[src/common/vm1_pkg.sv]
package vm1_pkg;

    // ====================
    // widths
    // ====================
    localparam int WORD_W    = 16;
    localparam int NUM_REGS  = 8;
    localparam int REG_IDX_W = 3;

    typedef logic [WORD_W-1:0] word_t;

    // fetch address after reset
    localparam word_t START_PC = 16'o1000;

    // bus address source
    localparam logic [1:0] ADDR_SEL_PC  = 2'd0;
    localparam logic [1:0] ADDR_SEL_REG = 2'd1;
    localparam logic [1:0] ADDR_SEL_ADR = 2'd2;

    // ====================
    // types
    // ====================
    // OP_STOP covers HALT and everything outside the subset
    typedef enum logic [4:0] {
        OP_MOV,
        OP_CMP,
        OP_ADD,
        OP_SUB,
        OP_BIC,
        OP_BIS,
        OP_CLR,
        OP_COM,
        OP_INC,
        OP_DEC,
        OP_NEG,
        OP_TST,
        OP_BR,
        OP_BNE,
        OP_BEQ,
        OP_BPL,
        OP_BMI,
        OP_STOP
    } opcode_e;

    typedef enum logic [2:0] {
        BOOT,
        FETCH,
        DECODE,
        SRC_READ,
        DST_READ,
        EXECUTE,
        WRITEBACK,
        STOPPED
    } state_e;

    typedef enum logic [3:0] {
        ALU_PASS,
        ALU_ADD,
        ALU_SUB,
        ALU_BIC,
        ALU_BIS,
        ALU_CLR,
        ALU_COM,
        ALU_INC,
        ALU_DEC,
        ALU_NEG
    } alu_op_e;

    typedef enum logic [1:0] {
        MODE_REG,
        MODE_DEFER,
        MODE_AUTOINC
    } mode_e;

endpackage

[src/datapath/alu.sv]
`timescale 1ns/1ns

module alu
    import vm1_pkg::*;
(
    input  word_t    a_i,
    input  word_t    b_i,
    input  alu_op_e  op_i,
    output word_t    result_o,
    output logic     n_o,
    output logic     z_o,
    output logic     v_o,
    output logic     c_o,
    output logic     keep_c_o
);

    localparam int MSB = WORD_W - 1;

    logic [WORD_W:0] sum;

    // a is the destination operand, b the source
    always_comb begin
        sum      = '0;
        result_o = b_i;
        v_o      = 1'b0;
        c_o      = 1'b0;
        keep_c_o = 1'b0;
        case (op_i)
            ALU_ADD: begin
                sum      = {1'b0, a_i} + {1'b0, b_i};
                result_o = sum[MSB:0];
                c_o      = sum[WORD_W];
                v_o      = (a_i[MSB] == b_i[MSB]) && (result_o[MSB] != a_i[MSB]);
            end
            ALU_SUB: begin
                // C is the borrow
                sum      = {1'b0, a_i} - {1'b0, b_i};
                result_o = sum[MSB:0];
                c_o      = sum[WORD_W];
                v_o      = (a_i[MSB] != b_i[MSB]) && (result_o[MSB] != a_i[MSB]);
            end
            ALU_BIC: begin
                result_o = a_i & ~b_i;
                keep_c_o = 1'b1;
            end
            ALU_BIS: begin
                result_o = a_i | b_i;
                keep_c_o = 1'b1;
            end
            ALU_CLR: begin
                result_o = '0;
            end
            ALU_COM: begin
                result_o = ~a_i;
                c_o      = 1'b1;
            end
            ALU_INC: begin
                result_o = a_i + 16'd1;
                v_o      = (a_i == 16'o077777);
                keep_c_o = 1'b1;
            end
            ALU_DEC: begin
                result_o = a_i - 16'd1;
                v_o      = (a_i == 16'o100000);
                keep_c_o = 1'b1;
            end
            ALU_NEG: begin
                result_o = -a_i;
                v_o      = (result_o == 16'o100000);
                c_o      = (result_o != '0);
            end
            default: begin
                keep_c_o = 1'b1;
            end
        endcase
    end

    assign n_o = result_o[MSB];
    assign z_o = (result_o == '0);

endmodule

[src/datapath/datapath.sv]
`timescale 1ns/1ns

module datapath
    import vm1_pkg::*;
#(
    parameter word_t START_ADDR = START_PC
)
(
    input  logic                  clk,
    input  logic                  reset_n,
    input  logic [1:0]            addr_sel_i,
    input  logic                  src_latch_i,
    input  logic                  dst_latch_i,
    input  logic                  ir_load_i,
    input  logic                  autoinc_i,
    input  logic                  reg_sel_dst_i,
    input  alu_op_e               alu_op_i,
    input  logic                  cc_load_i,
    input  logic                  reg_we_i,
    input  logic                  branch_i,
    input  logic [REG_IDX_W-1:0]  src_reg_i,
    input  logic [REG_IDX_W-1:0]  dst_reg_i,
    input  logic [7:0]            branch_offset_i,
    input  word_t                 rdata_i,
    output word_t                 instr_o,
    output word_t                 addr_o,
    output word_t                 wdata_o,
    output logic [3:0]            cc_o
);

    word_t                 regs [NUM_REGS];
    word_t                 ir_q;
    word_t                 src_q;
    word_t                 dst_q;
    word_t                 adr_q;
    logic [3:0]            cc_q;
    logic [REG_IDX_W-1:0]  sel_reg;
    logic [REG_IDX_W-1:0]  other_reg;
    logic                  reading;
    word_t                 branch_disp;
    word_t                 alu_result;
    logic                  n;
    logic                  z;
    logic                  v;
    logic                  c;
    logic                  keep_c;

    // sel_reg addresses memory operands, other_reg feeds the DST latch
    assign sel_reg     = reg_sel_dst_i ? dst_reg_i : src_reg_i;
    assign other_reg   = reg_sel_dst_i ? src_reg_i : dst_reg_i;
    assign reading     = (addr_sel_i == ADDR_SEL_REG);
    assign branch_disp = {{7{branch_offset_i[7]}}, branch_offset_i, 1'b0};

    always_comb begin
        case (addr_sel_i)
            ADDR_SEL_REG: addr_o = regs[sel_reg];
            ADDR_SEL_ADR: addr_o = adr_q;
            default:      addr_o = regs[NUM_REGS-1];
        endcase
    end

    // ====================
    // register file, R7 is the PC
    // ====================
    always_ff @(posedge clk) begin
        if (!reset_n) begin
            regs[NUM_REGS-1] <= START_ADDR;
        end else if (ir_load_i) begin
            regs[NUM_REGS-1] <= regs[NUM_REGS-1] + 16'd2;
        end else if (branch_i) begin
            regs[NUM_REGS-1] <= regs[NUM_REGS-1] + branch_disp;
        end else if (autoinc_i) begin
            regs[sel_reg] <= regs[sel_reg] + 16'd2;
        end else if (reg_we_i) begin
            regs[dst_reg_i] <= alu_result;
        end
    end

    // operand latches take bus data while reading, else a register
    always_ff @(posedge clk) begin
        if (ir_load_i) begin
            ir_q <= rdata_i;
        end
        if (src_latch_i) begin
            src_q <= reading ? rdata_i : regs[sel_reg];
        end
        if (dst_latch_i) begin
            dst_q <= reading ? rdata_i : regs[other_reg];
        end
        // keep the destination address for writeback
        if (dst_latch_i && reading) begin
            adr_q <= regs[sel_reg];
        end
    end

    always_ff @(posedge clk) begin
        if (!reset_n) begin
            cc_q <= 4'b0000;
        end else if (cc_load_i) begin
            cc_q <= {n, z, v, keep_c ? cc_q[0] : c};
        end
    end

    alu alu_inst (
        .a_i      (dst_q),
        .b_i      (src_q),
        .op_i     (alu_op_i),
        .result_o (alu_result),
        .n_o      (n),
        .z_o      (z),
        .v_o      (v),
        .c_o      (c),
        .keep_c_o (keep_c)
    );

    assign instr_o = ir_q;
    assign wdata_o = alu_result;
    assign cc_o    = cc_q;

endmodule

[src/logic/bus_unit.sv]
`timescale 1ns/1ns

module bus_unit
    import vm1_pkg::*;
(
    input  logic   clk,
    input  logic   reset_n,
    input  logic   rd_req_i,
    input  logic   wr_req_i,
    input  logic   ifetch_i,
    input  word_t  addr_i,
    input  word_t  wdata_i,
    input  word_t  bus_rdata_i,
    input  logic   bus_ready_i,
    output logic   bus_rd_o,
    output logic   bus_wr_o,
    output logic   bus_ifetch_o,
    output word_t  bus_addr_o,
    output word_t  bus_wdata_o,
    output word_t  rdata_o,
    output logic   done_o
);

    logic  busy;
    logic  rd_q;
    logic  wr_q;
    logic  ifetch_q;
    word_t addr_q;
    word_t wdata_q;

    // a request not answered in its first cycle is held here
    always_ff @(posedge clk) begin
        if (!reset_n) begin
            busy     <= 1'b0;
            rd_q     <= 1'b0;
            wr_q     <= 1'b0;
            ifetch_q <= 1'b0;
        end else if (!busy) begin
            busy     <= (rd_req_i || wr_req_i) && !bus_ready_i;
            rd_q     <= rd_req_i;
            wr_q     <= wr_req_i;
            ifetch_q <= ifetch_i;
        end else if (bus_ready_i) begin
            busy <= 1'b0;
        end
    end

    always_ff @(posedge clk) begin
        if (!busy) begin
            addr_q  <= addr_i;
            wdata_q <= wdata_i;
        end
    end

    assign bus_rd_o     = busy ? rd_q : rd_req_i;
    assign bus_wr_o     = busy ? wr_q : wr_req_i;
    assign bus_ifetch_o = busy ? ifetch_q : ifetch_i;
    assign bus_addr_o   = busy ? addr_q : addr_i;
    assign bus_wdata_o  = busy ? wdata_q : wdata_i;

    // no added latency, done and data on the ready cycle
    assign done_o  = bus_ready_i && (bus_rd_o || bus_wr_o);
    assign rdata_o = bus_rdata_i;

endmodule

[src/logic/instr_decoder.sv]
`timescale 1ns/1ns

module instr_decoder
    import vm1_pkg::*;
(
    input  word_t                 instr_i,
    output opcode_e               opcode_o,
    output mode_e                 src_mode_o,
    output mode_e                 dst_mode_o,
    output logic [REG_IDX_W-1:0]  src_reg_o,
    output logic [REG_IDX_W-1:0]  dst_reg_o,
    output logic [7:0]            branch_offset_o
);

    logic src_ok;
    logic dst_ok;

    // only modes 0, 1 and 2
    assign src_ok = (instr_i[11:9] <= 3'd2);
    assign dst_ok = (instr_i[5:3] <= 3'd2);

    assign src_reg_o       = instr_i[8:6];
    assign dst_reg_o       = instr_i[2:0];
    assign branch_offset_o = instr_i[7:0];
    assign src_mode_o      = src_ok ? mode_e'(instr_i[10:9]) : MODE_REG;
    assign dst_mode_o      = dst_ok ? mode_e'(instr_i[4:3]) : MODE_REG;

    always_comb begin
        // double operand, word forms only
        case (instr_i[15:12])
            4'h1:    opcode_o = OP_MOV;
            4'h2:    opcode_o = OP_CMP;
            4'h4:    opcode_o = OP_BIC;
            4'h5:    opcode_o = OP_BIS;
            4'h6:    opcode_o = OP_ADD;
            4'he:    opcode_o = OP_SUB;
            default: opcode_o = OP_STOP;
        endcase
        if (!(src_ok && dst_ok)) begin
            opcode_o = OP_STOP;
        end

        // single operand group 0050DD..0057DD
        if (instr_i[15:9] == 7'b000_0101 && dst_ok) begin
            case (instr_i[8:6])
                3'o0:    opcode_o = OP_CLR;
                3'o1:    opcode_o = OP_COM;
                3'o2:    opcode_o = OP_INC;
                3'o3:    opcode_o = OP_DEC;
                3'o4:    opcode_o = OP_NEG;
                3'o7:    opcode_o = OP_TST;
                default: opcode_o = OP_STOP;
            endcase
        end

        // branches, offset in the low byte
        case (instr_i[15:8])
            8'h01:   opcode_o = OP_BR;
            8'h02:   opcode_o = OP_BNE;
            8'h03:   opcode_o = OP_BEQ;
            8'h80:   opcode_o = OP_BPL;
            8'h81:   opcode_o = OP_BMI;
            default: ;
        endcase
    end

endmodule

[src/logic/vm1_core.sv]
`timescale 1ns/1ns

module vm1_core
    import vm1_pkg::*;
#(
    parameter word_t START_ADDR = START_PC
)
(
    input  logic   clk,
    input  logic   reset_n,
    output word_t  bus_addr_o,
    output word_t  bus_wdata_o,
    input  word_t  bus_rdata_i,
    output logic   bus_rd_o,
    output logic   bus_wr_o,
    output logic   bus_ifetch_o,
    input  logic   bus_ready_i,
    output logic   halted_o
);

    logic                  rd_req;
    logic                  wr_req;
    logic                  ifetch;
    logic [1:0]            addr_sel;
    logic                  src_latch;
    logic                  dst_latch;
    logic                  ir_load;
    logic                  autoinc;
    logic                  reg_sel_dst;
    alu_op_e               alu_op;
    logic                  cc_load;
    logic                  reg_we;
    logic                  branch;
    logic [3:0]            cc;
    logic                  bus_done;
    word_t                 rdata;
    word_t                 instr;
    word_t                 addr;
    word_t                 wdata;
    opcode_e               opcode;
    mode_e                 src_mode;
    mode_e                 dst_mode;
    logic [REG_IDX_W-1:0]  src_reg;
    logic [REG_IDX_W-1:0]  dst_reg;
    logic [7:0]            branch_offset;

    sequencer sequencer_inst (
        .clk           (clk),
        .reset_n       (reset_n),
        .opcode_i      (opcode),
        .src_mode_i    (src_mode),
        .dst_mode_i    (dst_mode),
        .cc_i          (cc),
        .bus_done_i    (bus_done),
        .bus_rd_req_o  (rd_req),
        .bus_wr_req_o  (wr_req),
        .ifetch_o      (ifetch),
        .addr_sel_o    (addr_sel),
        .src_latch_o   (src_latch),
        .dst_latch_o   (dst_latch),
        .ir_load_o     (ir_load),
        .autoinc_o     (autoinc),
        .reg_sel_dst_o (reg_sel_dst),
        .alu_op_o      (alu_op),
        .cc_load_o     (cc_load),
        .reg_we_o      (reg_we),
        .branch_o      (branch),
        .halted_o      (halted_o)
    );

    datapath #(
        .START_ADDR (START_ADDR)
    ) datapath_inst (
        .clk             (clk),
        .reset_n         (reset_n),
        .addr_sel_i      (addr_sel),
        .src_latch_i     (src_latch),
        .dst_latch_i     (dst_latch),
        .ir_load_i       (ir_load),
        .autoinc_i       (autoinc),
        .reg_sel_dst_i   (reg_sel_dst),
        .alu_op_i        (alu_op),
        .cc_load_i       (cc_load),
        .reg_we_i        (reg_we),
        .branch_i        (branch),
        .src_reg_i       (src_reg),
        .dst_reg_i       (dst_reg),
        .branch_offset_i (branch_offset),
        .rdata_i         (rdata),
        .instr_o         (instr),
        .addr_o          (addr),
        .wdata_o         (wdata),
        .cc_o            (cc)
    );

    instr_decoder instr_decoder_inst (
        .instr_i         (instr),
        .opcode_o        (opcode),
        .src_mode_o      (src_mode),
        .dst_mode_o      (dst_mode),
        .src_reg_o       (src_reg),
        .dst_reg_o       (dst_reg),
        .branch_offset_o (branch_offset)
    );

    bus_unit bus_unit_inst (
        .clk          (clk),
        .reset_n      (reset_n),
        .rd_req_i     (rd_req),
        .wr_req_i     (wr_req),
        .ifetch_i     (ifetch),
        .addr_i       (addr),
        .wdata_i      (wdata),
        .bus_rdata_i  (bus_rdata_i),
        .bus_ready_i  (bus_ready_i),
        .bus_rd_o     (bus_rd_o),
        .bus_wr_o     (bus_wr_o),
        .bus_ifetch_o (bus_ifetch_o),
        .bus_addr_o   (bus_addr_o),
        .bus_wdata_o  (bus_wdata_o),
        .rdata_o      (rdata),
        .done_o       (bus_done)
    );

endmodule

[src/sequencer/sequencer.sv]
`timescale 1ns/1ns

module sequencer
    import vm1_pkg::*;
(
    input  logic        clk,
    input  logic        reset_n,
    input  opcode_e     opcode_i,
    input  mode_e       src_mode_i,
    input  mode_e       dst_mode_i,
    input  logic [3:0]  cc_i,
    input  logic        bus_done_i,
    output logic        bus_rd_req_o,
    output logic        bus_wr_req_o,
    output logic        ifetch_o,
    output logic [1:0]  addr_sel_o,
    output logic        src_latch_o,
    output logic        dst_latch_o,
    output logic        ir_load_o,
    output logic        autoinc_o,
    output logic        reg_sel_dst_o,
    output alu_op_e     alu_op_o,
    output logic        cc_load_o,
    output logic        reg_we_o,
    output logic        branch_o,
    output logic        halted_o
);

    state_e state;
    state_e state_next;
    logic   is_dop;
    logic   flags_only;
    logic   taken;

    assign is_dop = opcode_i inside {OP_MOV, OP_CMP, OP_ADD, OP_SUB, OP_BIC, OP_BIS};

    // CMP and TST only set flags
    // their operands go to the other latch so the ALU sees src-dst and a plain pass
    assign flags_only = opcode_i inside {OP_CMP, OP_TST};

    // cc_i is {N, Z, V, C}
    always_comb begin
        case (opcode_i)
            OP_BR:   taken = 1'b1;
            OP_BNE:  taken = !cc_i[2];
            OP_BEQ:  taken = cc_i[2];
            OP_BPL:  taken = !cc_i[3];
            OP_BMI:  taken = cc_i[3];
            default: taken = 1'b0;
        endcase
    end

    always_comb begin
        case (opcode_i)
            OP_ADD:  alu_op_o = ALU_ADD;
            OP_SUB:  alu_op_o = ALU_SUB;
            OP_CMP:  alu_op_o = ALU_SUB;
            OP_BIC:  alu_op_o = ALU_BIC;
            OP_BIS:  alu_op_o = ALU_BIS;
            OP_CLR:  alu_op_o = ALU_CLR;
            OP_COM:  alu_op_o = ALU_COM;
            OP_INC:  alu_op_o = ALU_INC;
            OP_DEC:  alu_op_o = ALU_DEC;
            OP_NEG:  alu_op_o = ALU_NEG;
            default: alu_op_o = ALU_PASS;
        endcase
    end

    // ====================
    // state machine
    // ====================
    always_ff @(posedge clk) begin
        if (!reset_n) begin
            state <= BOOT;
        end else begin
            state <= state_next;
        end
    end

    assign halted_o = (state == STOPPED);

    always_comb begin
        state_next    = state;
        bus_rd_req_o  = 1'b0;
        bus_wr_req_o  = 1'b0;
        ifetch_o      = 1'b0;
        addr_sel_o    = ADDR_SEL_PC;
        src_latch_o   = 1'b0;
        dst_latch_o   = 1'b0;
        ir_load_o     = 1'b0;
        autoinc_o     = 1'b0;
        reg_sel_dst_o = 1'b0;
        cc_load_o     = 1'b0;
        reg_we_o      = 1'b0;
        branch_o      = 1'b0;

        case (state)
            BOOT: begin
                state_next = FETCH;
            end
            FETCH: begin
                bus_rd_req_o = 1'b1;
                ifetch_o     = 1'b1;
                if (bus_done_i) begin
                    ir_load_o  = 1'b1;
                    state_next = DECODE;
                end
            end
            DECODE: begin
                if (opcode_i == OP_STOP) begin
                    state_next = STOPPED;
                end else if (opcode_i inside {OP_BR, OP_BNE, OP_BEQ, OP_BPL, OP_BMI}) begin
                    branch_o   = taken;
                    state_next = FETCH;
                end else begin
                    // register operands are taken here
                    reg_sel_dst_o = flags_only;
                    if (is_dop && src_mode_i == MODE_REG) begin
                        src_latch_o = !flags_only;
                        dst_latch_o = flags_only;
                    end
                    if (dst_mode_i == MODE_REG) begin
                        src_latch_o = src_latch_o | flags_only;
                        dst_latch_o = dst_latch_o | !flags_only;
                    end
                    if (is_dop && src_mode_i != MODE_REG) begin
                        state_next = SRC_READ;
                    end else if (dst_mode_i != MODE_REG) begin
                        state_next = DST_READ;
                    end else begin
                        state_next = EXECUTE;
                    end
                end
            end
            SRC_READ: begin
                bus_rd_req_o = 1'b1;
                addr_sel_o   = ADDR_SEL_REG;
                if (bus_done_i) begin
                    src_latch_o = !flags_only;
                    dst_latch_o = flags_only;
                    autoinc_o   = (src_mode_i == MODE_AUTOINC);
                    state_next  = (dst_mode_i != MODE_REG) ? DST_READ : EXECUTE;
                end
            end
            DST_READ: begin
                bus_rd_req_o  = 1'b1;
                addr_sel_o    = ADDR_SEL_REG;
                reg_sel_dst_o = 1'b1;
                if (bus_done_i) begin
                    src_latch_o = flags_only;
                    dst_latch_o = !flags_only;
                    autoinc_o   = (dst_mode_i == MODE_AUTOINC);
                    state_next  = EXECUTE;
                end
            end
            EXECUTE: begin
                cc_load_o  = 1'b1;
                state_next = flags_only ? FETCH : WRITEBACK;
            end
            WRITEBACK: begin
                if (dst_mode_i == MODE_REG) begin
                    reg_we_o   = 1'b1;
                    state_next = FETCH;
                end else begin
                    // store to the address saved during DST_READ
                    bus_wr_req_o = 1'b1;
                    addr_sel_o   = ADDR_SEL_ADR;
                    if (bus_done_i) begin
                        state_next = FETCH;
                    end
                end
            end
            default: begin
                state_next = STOPPED;
            end
        endcase
    end

endmodule

[config.mk]
export PLATFORM = sky130hd
export DESIGN_NAME = vm1_core
export DESIGN_NICKNAME = d
export VERILOG_FILES = /design/src/common/vm1_pkg.sv /design/src/datapath/alu.sv /design/src/datapath/datapath.sv /design/src/logic/bus_unit.sv /design/src/logic/instr_decoder.sv /design/src/logic/vm1_core.sv /design/src/sequencer/sequencer.sv
export SDC_FILE = /design/constraint.sdc
export NUM_CORES = 1
export LEC_CHECK = 0
export BUFFER_PORTS_ARGS = -buffer_cell sky130_fd_sc_hd__buf_2
export CAP_MARGIN = 20
export CORE_MARGIN = 2
export CORE_UTILIZATION = 45
export DETAILED_ROUTE_END_ITERATION = 8
export MAX_ROUTING_LAYER = met4
export PLACE_DENSITY_LB_ADDON = 0.25
export SYNTH_ARGS = -nofsm -noshare
export SYNTH_HDL_FRONTEND = slang
export SYNTH_SLANG_ARGS = --single-unit
[constraint.sdc]
create_clock -name clk -period 10.94 [get_ports clk]
set_input_delay 1.641 -clock clk [delete_from_list [all_inputs] [get_ports clk]]
set_output_delay 1.641 -clock clk [all_outputs]
set_load 0.01 [all_outputs]
Word level (Yosys, flattened, before mapping) --
Memories as Yosys holds them, arrays and structs flattened. Cells that the tools add are included.
Word-level totals: bits in registers 106, bits in writable memories 128, bits in read-only memories 64, input port bits 19, word-level logic and storage cells 222, memories kept 2
Operators by class: $add $sub $neg 8, $lt $le $gt $ge 2, eq/ne operators 60, mux-type cells 99, bitwise logic cells 8, reductions and logical operators 31
Memory list:
- datapath_inst.regs | words 8, width 16, read ports 3, clocked after Yosys merged registers in 0, write ports 1, line datapath.sv:31 | word_t regs [NUM_REGS];
- (name not given) | words 16, width 4, read ports 1, clocked after Yosys merged registers in 0, write ports 0, line sequencer.sv:54 | case (opcode_i)
Operator list (number):
- 16-bit case mux with 9 select lines | 1
- 16-bit two-way mux | 8
- 5-bit case mux with 6 select lines | 2
- 1-bit two-way mux | 59
- 3-bit two-way mux | 13
- 16-bit adder | 2
- 16-bit by 2-bit adder with 16-bit output (second input constant) | 2
- 16-bit == test (second input constant) | 2
- 16-bit NOT | 2
- 16-bit case mux with 2 select lines | 1
- 16-bit OR reduction | 2
- 4-bit by 3-bit == test with 1-bit output (second input constant) | 7
- 5-bit by 4-bit == test with 1-bit output (second input constant) | 5
- 5-bit case mux with 5 select lines | 1
- 3-bit case mux with 7 select lines | 1
- 3-bit == test (second input constant) | 6
- 16-bit by 1-bit adder with 16-bit output (second input constant) | 1
- 16-bit bitwise AND | 1
- 16-bit by 15-bit == test with 1-bit output (second input constant) | 1
- 8-bit by 2-bit == test with 1-bit output (second input constant) | 2
- 8-bit == test (second input constant) | 2
- 16-bit logical NOT | 1
- 16-bit negator | 1
- 16-bit bitwise OR | 1
- other kinds (40) | 84

Logic depth before layout (Yosys ltp) --
Gate-level depths: netlist of the first run.
word-level depth 18, mapped depth 28, gate-level depth less buffers 26

By module --
A second synthesis of the first run with hierarchy kept.
Unflattened totals: cell total of the unflattened synthesis 1818, area total of the unflattened synthesis 17854.6 um2
Modules (own cells, without submodules):
- datapath | times used 1, cells each 898, area each 10939.2 um2
- alu | times used 1, cells each 658, area each 4415.5 um2
- bus_unit | times used 1, cells each 99, area each 1337.5 um2
- sequencer | times used 1, cells each 107, area each 765.7 um2
- instr_decoder | times used 1, cells each 56, area each 396.6 um2

Least setup slack after synthesis of the first run --
Ideal clock, no wire load.
path kind register to output, from register datapath_inst.ir_q[10] (netlist: datapath_inst.instr_o[10]), to output bus_wdata_o[15], data arrival time 6891 ps, data required time 9299 ps, path slack 2408 ps, stages on the path, launching flop included 27, path buffers 1, path through edfxtp_1 -> or4_4 -> nor3_1 -> nand2_1 -> o21ai_0 -> nor2_1 -> a21oi_1 -> nor2b_1 -> nor3_1 -> inv_1 -> ha_1 -> clkbuf_1 -> o32ai_1 -> a31oi_4 -> nor3_1 -> ha_1 -> a21oi_1 -> o21ai_0 -> o41ai_1 -> o211ai_1 -> a41oi_1 -> o21bai_1 -> a21oi_1 -> xnor2_1 -> nor2_1 -> a2bb2oi_1 -> mux2_2
Between the ends: longest elaborated chain between the ends 10, elaborated cells between the ends (all ways) 25, classes of those cells order compare: 1; eq/ne: 15; mux: 6; reduce/logical: 2; memory: 1
Ends and longest elaborated chain:
- start, declared | line datapath.sv:32 | word_t ir_q;
- start signal, assigned | line datapath.sv:82 | ir_q <= rdata_i;
- 3-bit by 2-bit <= comparator with 1-bit output | line instr_decoder.sv:19 | assign src_ok = (instr_i[11:9] <= 3'd2);
- 1-bit logical AND | line instr_decoder.sv:39 | if (!(src_ok && dst_ok)) begin
- 5-bit two-way mux | line instr_decoder.sv:39
- 5-bit two-way mux | line instr_decoder.sv:44 | if (instr_i[15:9] == 7'b000_0101 && dst_ok) begin
- 5-bit case mux with 5 select lines * | line instr_decoder.sv:57 | case (instr_i[15:8])
- memory 16 x 4 bit
- 4-bit two-way mux * | line sequencer.sv:54
- 4-bit == test (tied with other cells) | line alu.sv:28 | case (op_i)
- 16-bit case mux with 9 select lines * | line alu.sv:28
- 16-bit two-way mux * | line bus_unit.sv:59 | assign bus_wdata_o = busy ? wdata_q : wdata_i;
- end, declared | line vm1_core.sv:12 | output word_t bus_wdata_o,
Every way passes the cells marked *; elsewhere a longest branch is shown, timed or not.

Worst setup path in the final report of the first run --
Same ends and word-level chain as after synthesis.

==> results of run 1 <==
[cell usage after synthesis (41+ instances only)]
library cell  number  area share
edfxtp_1         192        0.36
nand2_1          118       0.028
nor2_1           100       0.023
ha_1              86       0.067
inv_1             73       0.017
mux2i_1           67       0.042
a21oi_1           66       0.021
o21ai_0           62       0.019
mux2_2            60       0.042
clkbuf_1          46       0.011
xnor2_1           46       0.025
mux4_2            42       0.059
dfxtp_1           41       0.051
[routing by layer]
metal / vias up / GRT usage / wire (microns)
met2: 491 / 0.439 / 23300
met4: 0 / 0.102 / 1860
met1: 6248 / 0.354 / 20900
met3: 118 / 0.0422 / 3060
met5: - / - / 0
li1: 5820 / - / -
[cell usage in the layout (no fill, tap or decap), types with 13 or more instances in the layout]
cell / synthesis / layout
o31ai_1: 28 / 28
nor2b_1: 28 / 28
nor3_1: 26 / 24
mux2_2: 60 / 60
nand3_1: 28 / 28
ha_1: 86 / 85
a21o_1: 14 / 14
nand2_1: 118 / 118
nand4_1: 13 / 13
buf_4: 3 / 24
a21oi_1: 66 / 66
nand2b_1: 17 / 17
o21ai_0: 62 / 62
a22oi_1: 15 / 15
nor2_1: 100 / 100
buf_2: 8 / 54
a221oi_1: 23 / 23
mux2i_1: 67 / 64
dfxtp_1: 41 / 40
clkbuf_16: 0 / 28
and3_1: 16 / 16
xor2_1: 18 / 18
edfxtp_1: 192 / 192
or3_1: 14 / 14
xnor2_1: 46 / 46
mux4_2: 42 / 42
inv_1: 73 / 73
and2_1: 15 / 15
[final cells by class]
type | instances | share of cell area
Multi-Input combinational cell | 1116 | 0.505
Sequential cell | 233 | 0.373
Clock buffer | 32 | 0.0416
Tap cell | 461 | 0.0326
Timing Repair Buffer | 80 | 0.0266
Inverter | 73 | 0.0155
Clock inverter | 12 | 0.00574
Antenna cell | 2 | 0.000283
[report_power, final]
part	internal (mW)	switching (mW)
clock	0.500	0.372
sequential	1.09	0.0915
combinational	0.498	0.719
total	2.08	1.18
[state kept, by name, indices dropped and copies added, names as in the netlist]
| name | count |
|---|---|
| datapath_inst.src_q | 16 |
| datapath_inst.regs | 128 |
| bus_unit_inst.ifetch_q | 1 |
| bus_unit_inst.busy | 1 |
| datapath_inst.instr_o | 16 |
| sequencer_inst.state | 3 |
| bus_unit_inst.wdata_q | 16 |
| datapath_inst.adr_q | 16 |
| bus_unit_inst.addr_q | 16 |
| datapath_inst.cc_o | 2 |
| bus_unit_inst.wr_q | 1 |
| bus_unit_inst.rd_q | 1 |
| datapath_inst.dst_q | 16 |
[worst min-delay path by stage]
stage | cells after the start | from | end
2_1_floorplan | 2 | datapath_inst.cc_o[2] | datapath_inst.cc_o[2]
3_3_place_gp | 2 | bus_unit_inst.addr_q[2] | bus_unit_inst.addr_q[2]
3_5_place_dp | 2 | bus_unit_inst.addr_q[14] | bus_unit_inst.addr_q[14]
4_1_cts | 2 | bus_unit_inst.addr_q[14] | bus_unit_inst.addr_q[14]
5_1_grt | 2 | bus_unit_inst.addr_q[2] | bus_unit_inst.addr_q[2]
6_report | 2 | bus_unit_inst.addr_q[14] | bus_unit_inst.addr_q[14]
[per-stage QoR]
stage	instance area, sq um	power (mW)	setup WS (ps)	hold WS [ps]
final	17700	3.27	1700	443
after global routing	17700	3.42	952	476
after CTS	17600	3.26	1750	446
after detailed placement	16800	2.39	2370	433
after global placement	16800	2.38	2560	426
after floorplan	16100	2.02	2410	450
[tightest hold or removal path: stages, from the launching register on]
cell and delay, ps:
dfxtp_1 300, nand2_1 40, nand2_1 60
[cells by family after synthesis]
kind of cell               share of synthesized area
and+or+nand+nor                                0.134
AOI/OAI and AO/OA                              0.166
DFF                                            0.410
muxes                                          0.144
buffers and inverters                         0.0380
adders and majority gates                     0.0720
xor gates and xnor gates                      0.0349
==> flow_metrics.env, run 1 <==
export IMPL_fin_crit_sh=0.845
export IMPL_fin_nets=1640
export IMPL_grt_first_pass_wirelength_microns=75000
export IMPL_arrival_ps=7600
export IMPL_core_area_sq_mm=0.0354
export IMPL_drt_iter0_markers=1329
export IMPL_hold_buffers=0
export IMPL_synth_seq_cells=233
export IMPL_postSynth_asyncResetShare=0
export IMPL_worstHoldPathType="flip-flop to flip-flop"
export IMPL_start_util=0.454
export IMPL_wire_per_inst_microns=24.4
export IMPL_postCtsSetupRepairBufs=0
export IMPL_slowest_delay_ps=680
export IMPL_overflow=0
export IMPL_setup_viol_count_final=0
export IMPL_grt_pass1_vias=12400
export IMPL_crit_slowest_cell="o32ai_1"
export IMPL_ctsResizeCount=0
export IMPL_cp_required_ps=9300
export IMPL_crit_type="flip-flop to output pin"
export IMPL_rsz0062_at_grt="no"
export IMPL_cts_root_buf="clkbuf_16"
export IMPL_reg2reg_slack_ps=3270
export IMPL_grt_max_degree=57
export IMPL_fin_tns_setup_ps=0
export IMPL_clk_pin_slew_worst_paths_ps=60
export IMPL_dp_hpwl_microns=35800
export IMPL_fmax_mhz=108
export IMPL_layout_min_cycle_time_ps=9240
export IMPL_outcome="completed"
export IMPL_drt_pre_antenna_iters=6
export IMPL_portBuffers=54
export IMPL_grt_total_usage=0.275
export IMPL_endpoint_kind="output pin"
export IMPL_syn_area_sq_mm=0.0161
export IMPL_synthCells=1491
export IMPL_r2r_cells=26
export IMPL_clockBufferDepth=3
export IMPL_peakVddDrop_mv=0.123
export IMPL_regArea_sq_mm=0.00659
export IMPL_routed_wl_microns=49100
export IMPL_crit_path_start_kind="flip-flop"
export IMPL_p_per_area_mw_per_mm2=185
export IMPL_placed_cells=1961
export IMPL_hold_violations=0
export IMPL_skew_ps=26.3
export IMPL_ys_seq_area_frac=0.410
export IMPL_ios=55
export IMPL_fp_dieArea_sq_mm=0.0372
export IMPL_detail_route_vias_per_cell=6.31
export IMPL_multiInputGateArea_sq_mm=0.00892
export IMPL_cap_violations=0
export IMPL_crit_path_max_fanout=22
export IMPL_worst_pin_slew_ps=1140
export IMPL_place_gp_congestion=0.947
export IMPL_cts_made_buffers=27
export IMPL_fp_dieW_microns=193
export IMPL_antenna_found_initial=1
export IMPL_fillers=3222
export IMPL_route_detailed_drc=0
export IMPL_drive_above_1_share=0.171
export IMPL_cp_depth=28
export IMPL_die_h_microns=193
export IMPL_synth_nets=1600
export IMPL_drtAntennaViolNets=0
export IMPL_path_delay_family="compound AO/OA/AOI/OAI gates"
export IMPL_row_count=69
export IMPL_ys_warn_count=0
export IMPL_synthFlopType="edfxtp_1"
export IMPL_tritoncts="built"
export IMPL_final_cell_count_no_fill=2009
export IMPL_vias=12700
export IMPL_clock_sinks=233
export IMPL_final_max_slew_violation_count=0
export IMPL_p_leak_nw=6.66
export IMPL_synth_edf_count=192
export IMPL_slew_headroom=0.239
export IMPL_cp_startpoint="datapath_inst.instr_o[10]"
export IMPL_yosysUniqueCellTypes=102
export IMPL_fin_util=0.499
export IMPL_worst_path_buf_inv=4
export IMPL_regToRegEndpoint="datapath_inst.regs[2][13]"
export IMPL_areaGrowthSynthToFinish_pct=10.0
export IMPL_endpoint="bus_wdata_o[15]"
export IMPL_crit_top_cell="a21oi_1"
export IMPL_avgSynthCellArea_sq_um=10.8
export IMPL_clkLatencyLatePin_ps=580
export IMPL_cts_htree_levels=1
export IMPL_r2r_start="datapath_inst.instr_o[10]"
Note: power is estimated with default switching activity, not from simulation.
==> inputs of run 2 (changes only) <==
==> constraint.sdc (replaced) <==
create_clock -name clk -period 8.7 [get_ports clk]
set_input_delay 1.305 -clock clk [delete_from_list [all_inputs] [get_ports clk]]
set_output_delay 1.305 -clock clk [all_outputs]
set_load 0.01 [all_outputs]
==> flow_metrics.env, run 2 (synthesized netlist as in run 1, its figures left out) <==
export IMPL_outcome="completed"
export IMPL_rsz0062_at_grt="no"
export IMPL_ios=55
export IMPL_drive_above_1_share=0.184
export IMPL_tritoncts="built"
export IMPL_fp_dieW_microns=193
export IMPL_route_detailed_drc=0
export IMPL_drt_iter0_markers=1389
export IMPL_p_leak_nw=6.73
export IMPL_grt_pass1_vias=12300
export IMPL_slew_headroom=0.244
export IMPL_die_h_microns=193
export IMPL_wire_per_inst_microns=24.7
export IMPL_areaGrowthSynthToFinish_pct=11.2
export IMPL_drt_pre_antenna_iters=6
export IMPL_antenna_found_initial=2
export IMPL_overflow=0
export IMPL_layout_commonest_cell="edfxtp_1"
export IMPL_detail_route_vias_per_cell=6.31
export IMPL_final_cell_mix="192 x edfxtp_1, 118 x nand2_1, 100 x nor2_1"
export IMPL_hold_buffers=0
export IMPL_skew_ps=31.6
export IMPL_setup_viol_count_final=0
export IMPL_final_cell_count_no_fill=2025
export IMPL_finalInstanceArea_sq_mm=0.0179
export IMPL_portBuffers=54
export IMPL_peakVddDrop_mv=0.157
export IMPL_routed_wl_microns=49900
export IMPL_crit_path_max_fanout=19
export IMPL_crit_path_start_kind="flip-flop"
export IMPL_worst_pin_slew_ps=1130
export IMPL_placed_cells=1973
export IMPL_placed_area_sq_mm=0.0169
export IMPL_clockBufferDepth=3
export IMPL_drtAntennaViolNets=0
export IMPL_fp_dieArea_sq_mm=0.0372
export IMPL_place_gp_congestion=0.937
export IMPL_path_delay_family="simple AND/OR/NAND/NOR gates"
export IMPL_p_per_area_mw_per_mm2=235
export IMPL_crit_type="flip-flop to output pin"
export IMPL_vias=12800
export IMPL_arrival_ps=6940
export IMPL_fin_crit_sh=0.947
export IMPL_endpoint_kind="output pin"
export IMPL_grt_total_usage=0.276
export IMPL_grt_max_degree=57
export IMPL_cts_root_buf="clkbuf_16"
export IMPL_start_util=0.454
export IMPL_cts_made_buffers=27
export IMPL_top_register="datapath_inst.regs"
export IMPL_clock_sinks=233
export IMPL_fmax_mhz=121
export IMPL_layout_min_cycle_time_ps=8240
export IMPL_clk_pin_slew_worst_paths_ps=60
export IMPL_largest_register_ffs=128
export IMPL_fin_nets=1650
export IMPL_cap_violations=0
export IMPL_hold_violations=0
export IMPL_final_max_slew_violation_count=0
export IMPL_grt_first_pass_wirelength_microns=74700
export IMPL_fin_util=0.504
export IMPL_crit_slowest_cell="or4_1"
export IMPL_dp_hpwl_microns=36500
export IMPL_fin_tns_setup_ps=0
export IMPL_cts_htree_levels=1
export IMPL_row_count=69
export IMPL_cp_required_ps=7390
export IMPL_clkLatencyLatePin_ps=580
export IMPL_worstHoldPathType="flip-flop to flip-flop"
export IMPL_worst_path_buf_inv=3
export IMPL_slowest_delay_ps=680
export IMPL_core_area_sq_mm=0.0354
## run 2: final cells by class
cell class / count / area (sq um)
antenna: 2 / 5.00
clock buffer: 37 / 753
clock inverter: 13 / 149
fill: 3206 / 17500
inverter: 73 / 274
multi-input combinational: 1116 / 8970
sequential: 233 / 6590
tap: 461 / 577
timing repair buffer: 90 / 541
## run 2: worst register-to-register path: stages (launching register included)
cell and delay [ps]:
edfxtp_1 450, or4_4 610, nor3_2 270, nand2_1 80
o21ai_0 170, nor2_1 90, a21oi_1 130, nor2b_1 60
nor3_1 350, ha_1 360, nor3_1 80, or2_2 300
o311a_2 160, o211ai_1 680, and2_1 640, buf_4 290
mux2i_1 80, mux2_2 290, mux2i_1 570, ha_1 290
a21boi_1 450, nand4_1 220, o311ai_0 380, nand3_1 360
## run 2: power by group
part / leakage (nW) / internal, mW / switching (mW)
combinational: 4.22 / 0.641 / 0.912
sequential: 2.07 / 1.36 / 0.111
clock: 0.436 / 0.673 / 0.488
total: 6.73 / 2.68 / 1.51
## run 2: stage by stage
step           setup slack [ps]  power, mW  hold WS [ps]
2_1_floorplan               504       2.53           450
6_report                    459       4.19           437
5_1_grt                    27.4       4.38           468
3_3_place_gp                594       3.00           425
4_1_cts                    26.9       4.19           441
3_5_place_dp                376       3.02           427
## run 2: path summary, 6_finish.rpt
kind,endpoint,cells past startpoint,startpoint,slack (ps)
worst min register to register,bus_unit_inst.addr_q[14],2,bus_unit_inst.addr_q[14],440
worst min-delay path,bus_unit_inst.addr_q[14],2,bus_unit_inst.addr_q[14],440
worst max register to register,datapath_inst.regs[7][15],23,datapath_inst.instr_o[10],1010
worst max-delay path,bus_wdata_o[8],25,datapath_inst.instr_o[10],460
## run 2: metal layers
metal	share of wire	wire [microns]	global-route usage
met1	0.41	20300	0.344
met2	0.49	24300	0.458
met3	0.070	3490	0.0415
met4	0.036	1780	0.0999
met5	0	0	-
## run 2: timing repair
item	in CTS	in global routing
endpoints found under the setup margin	1	10
endpoints found under the hold margin	0	0
resized for setup	1	7
pin swaps	0	0
setup buffers	0	0
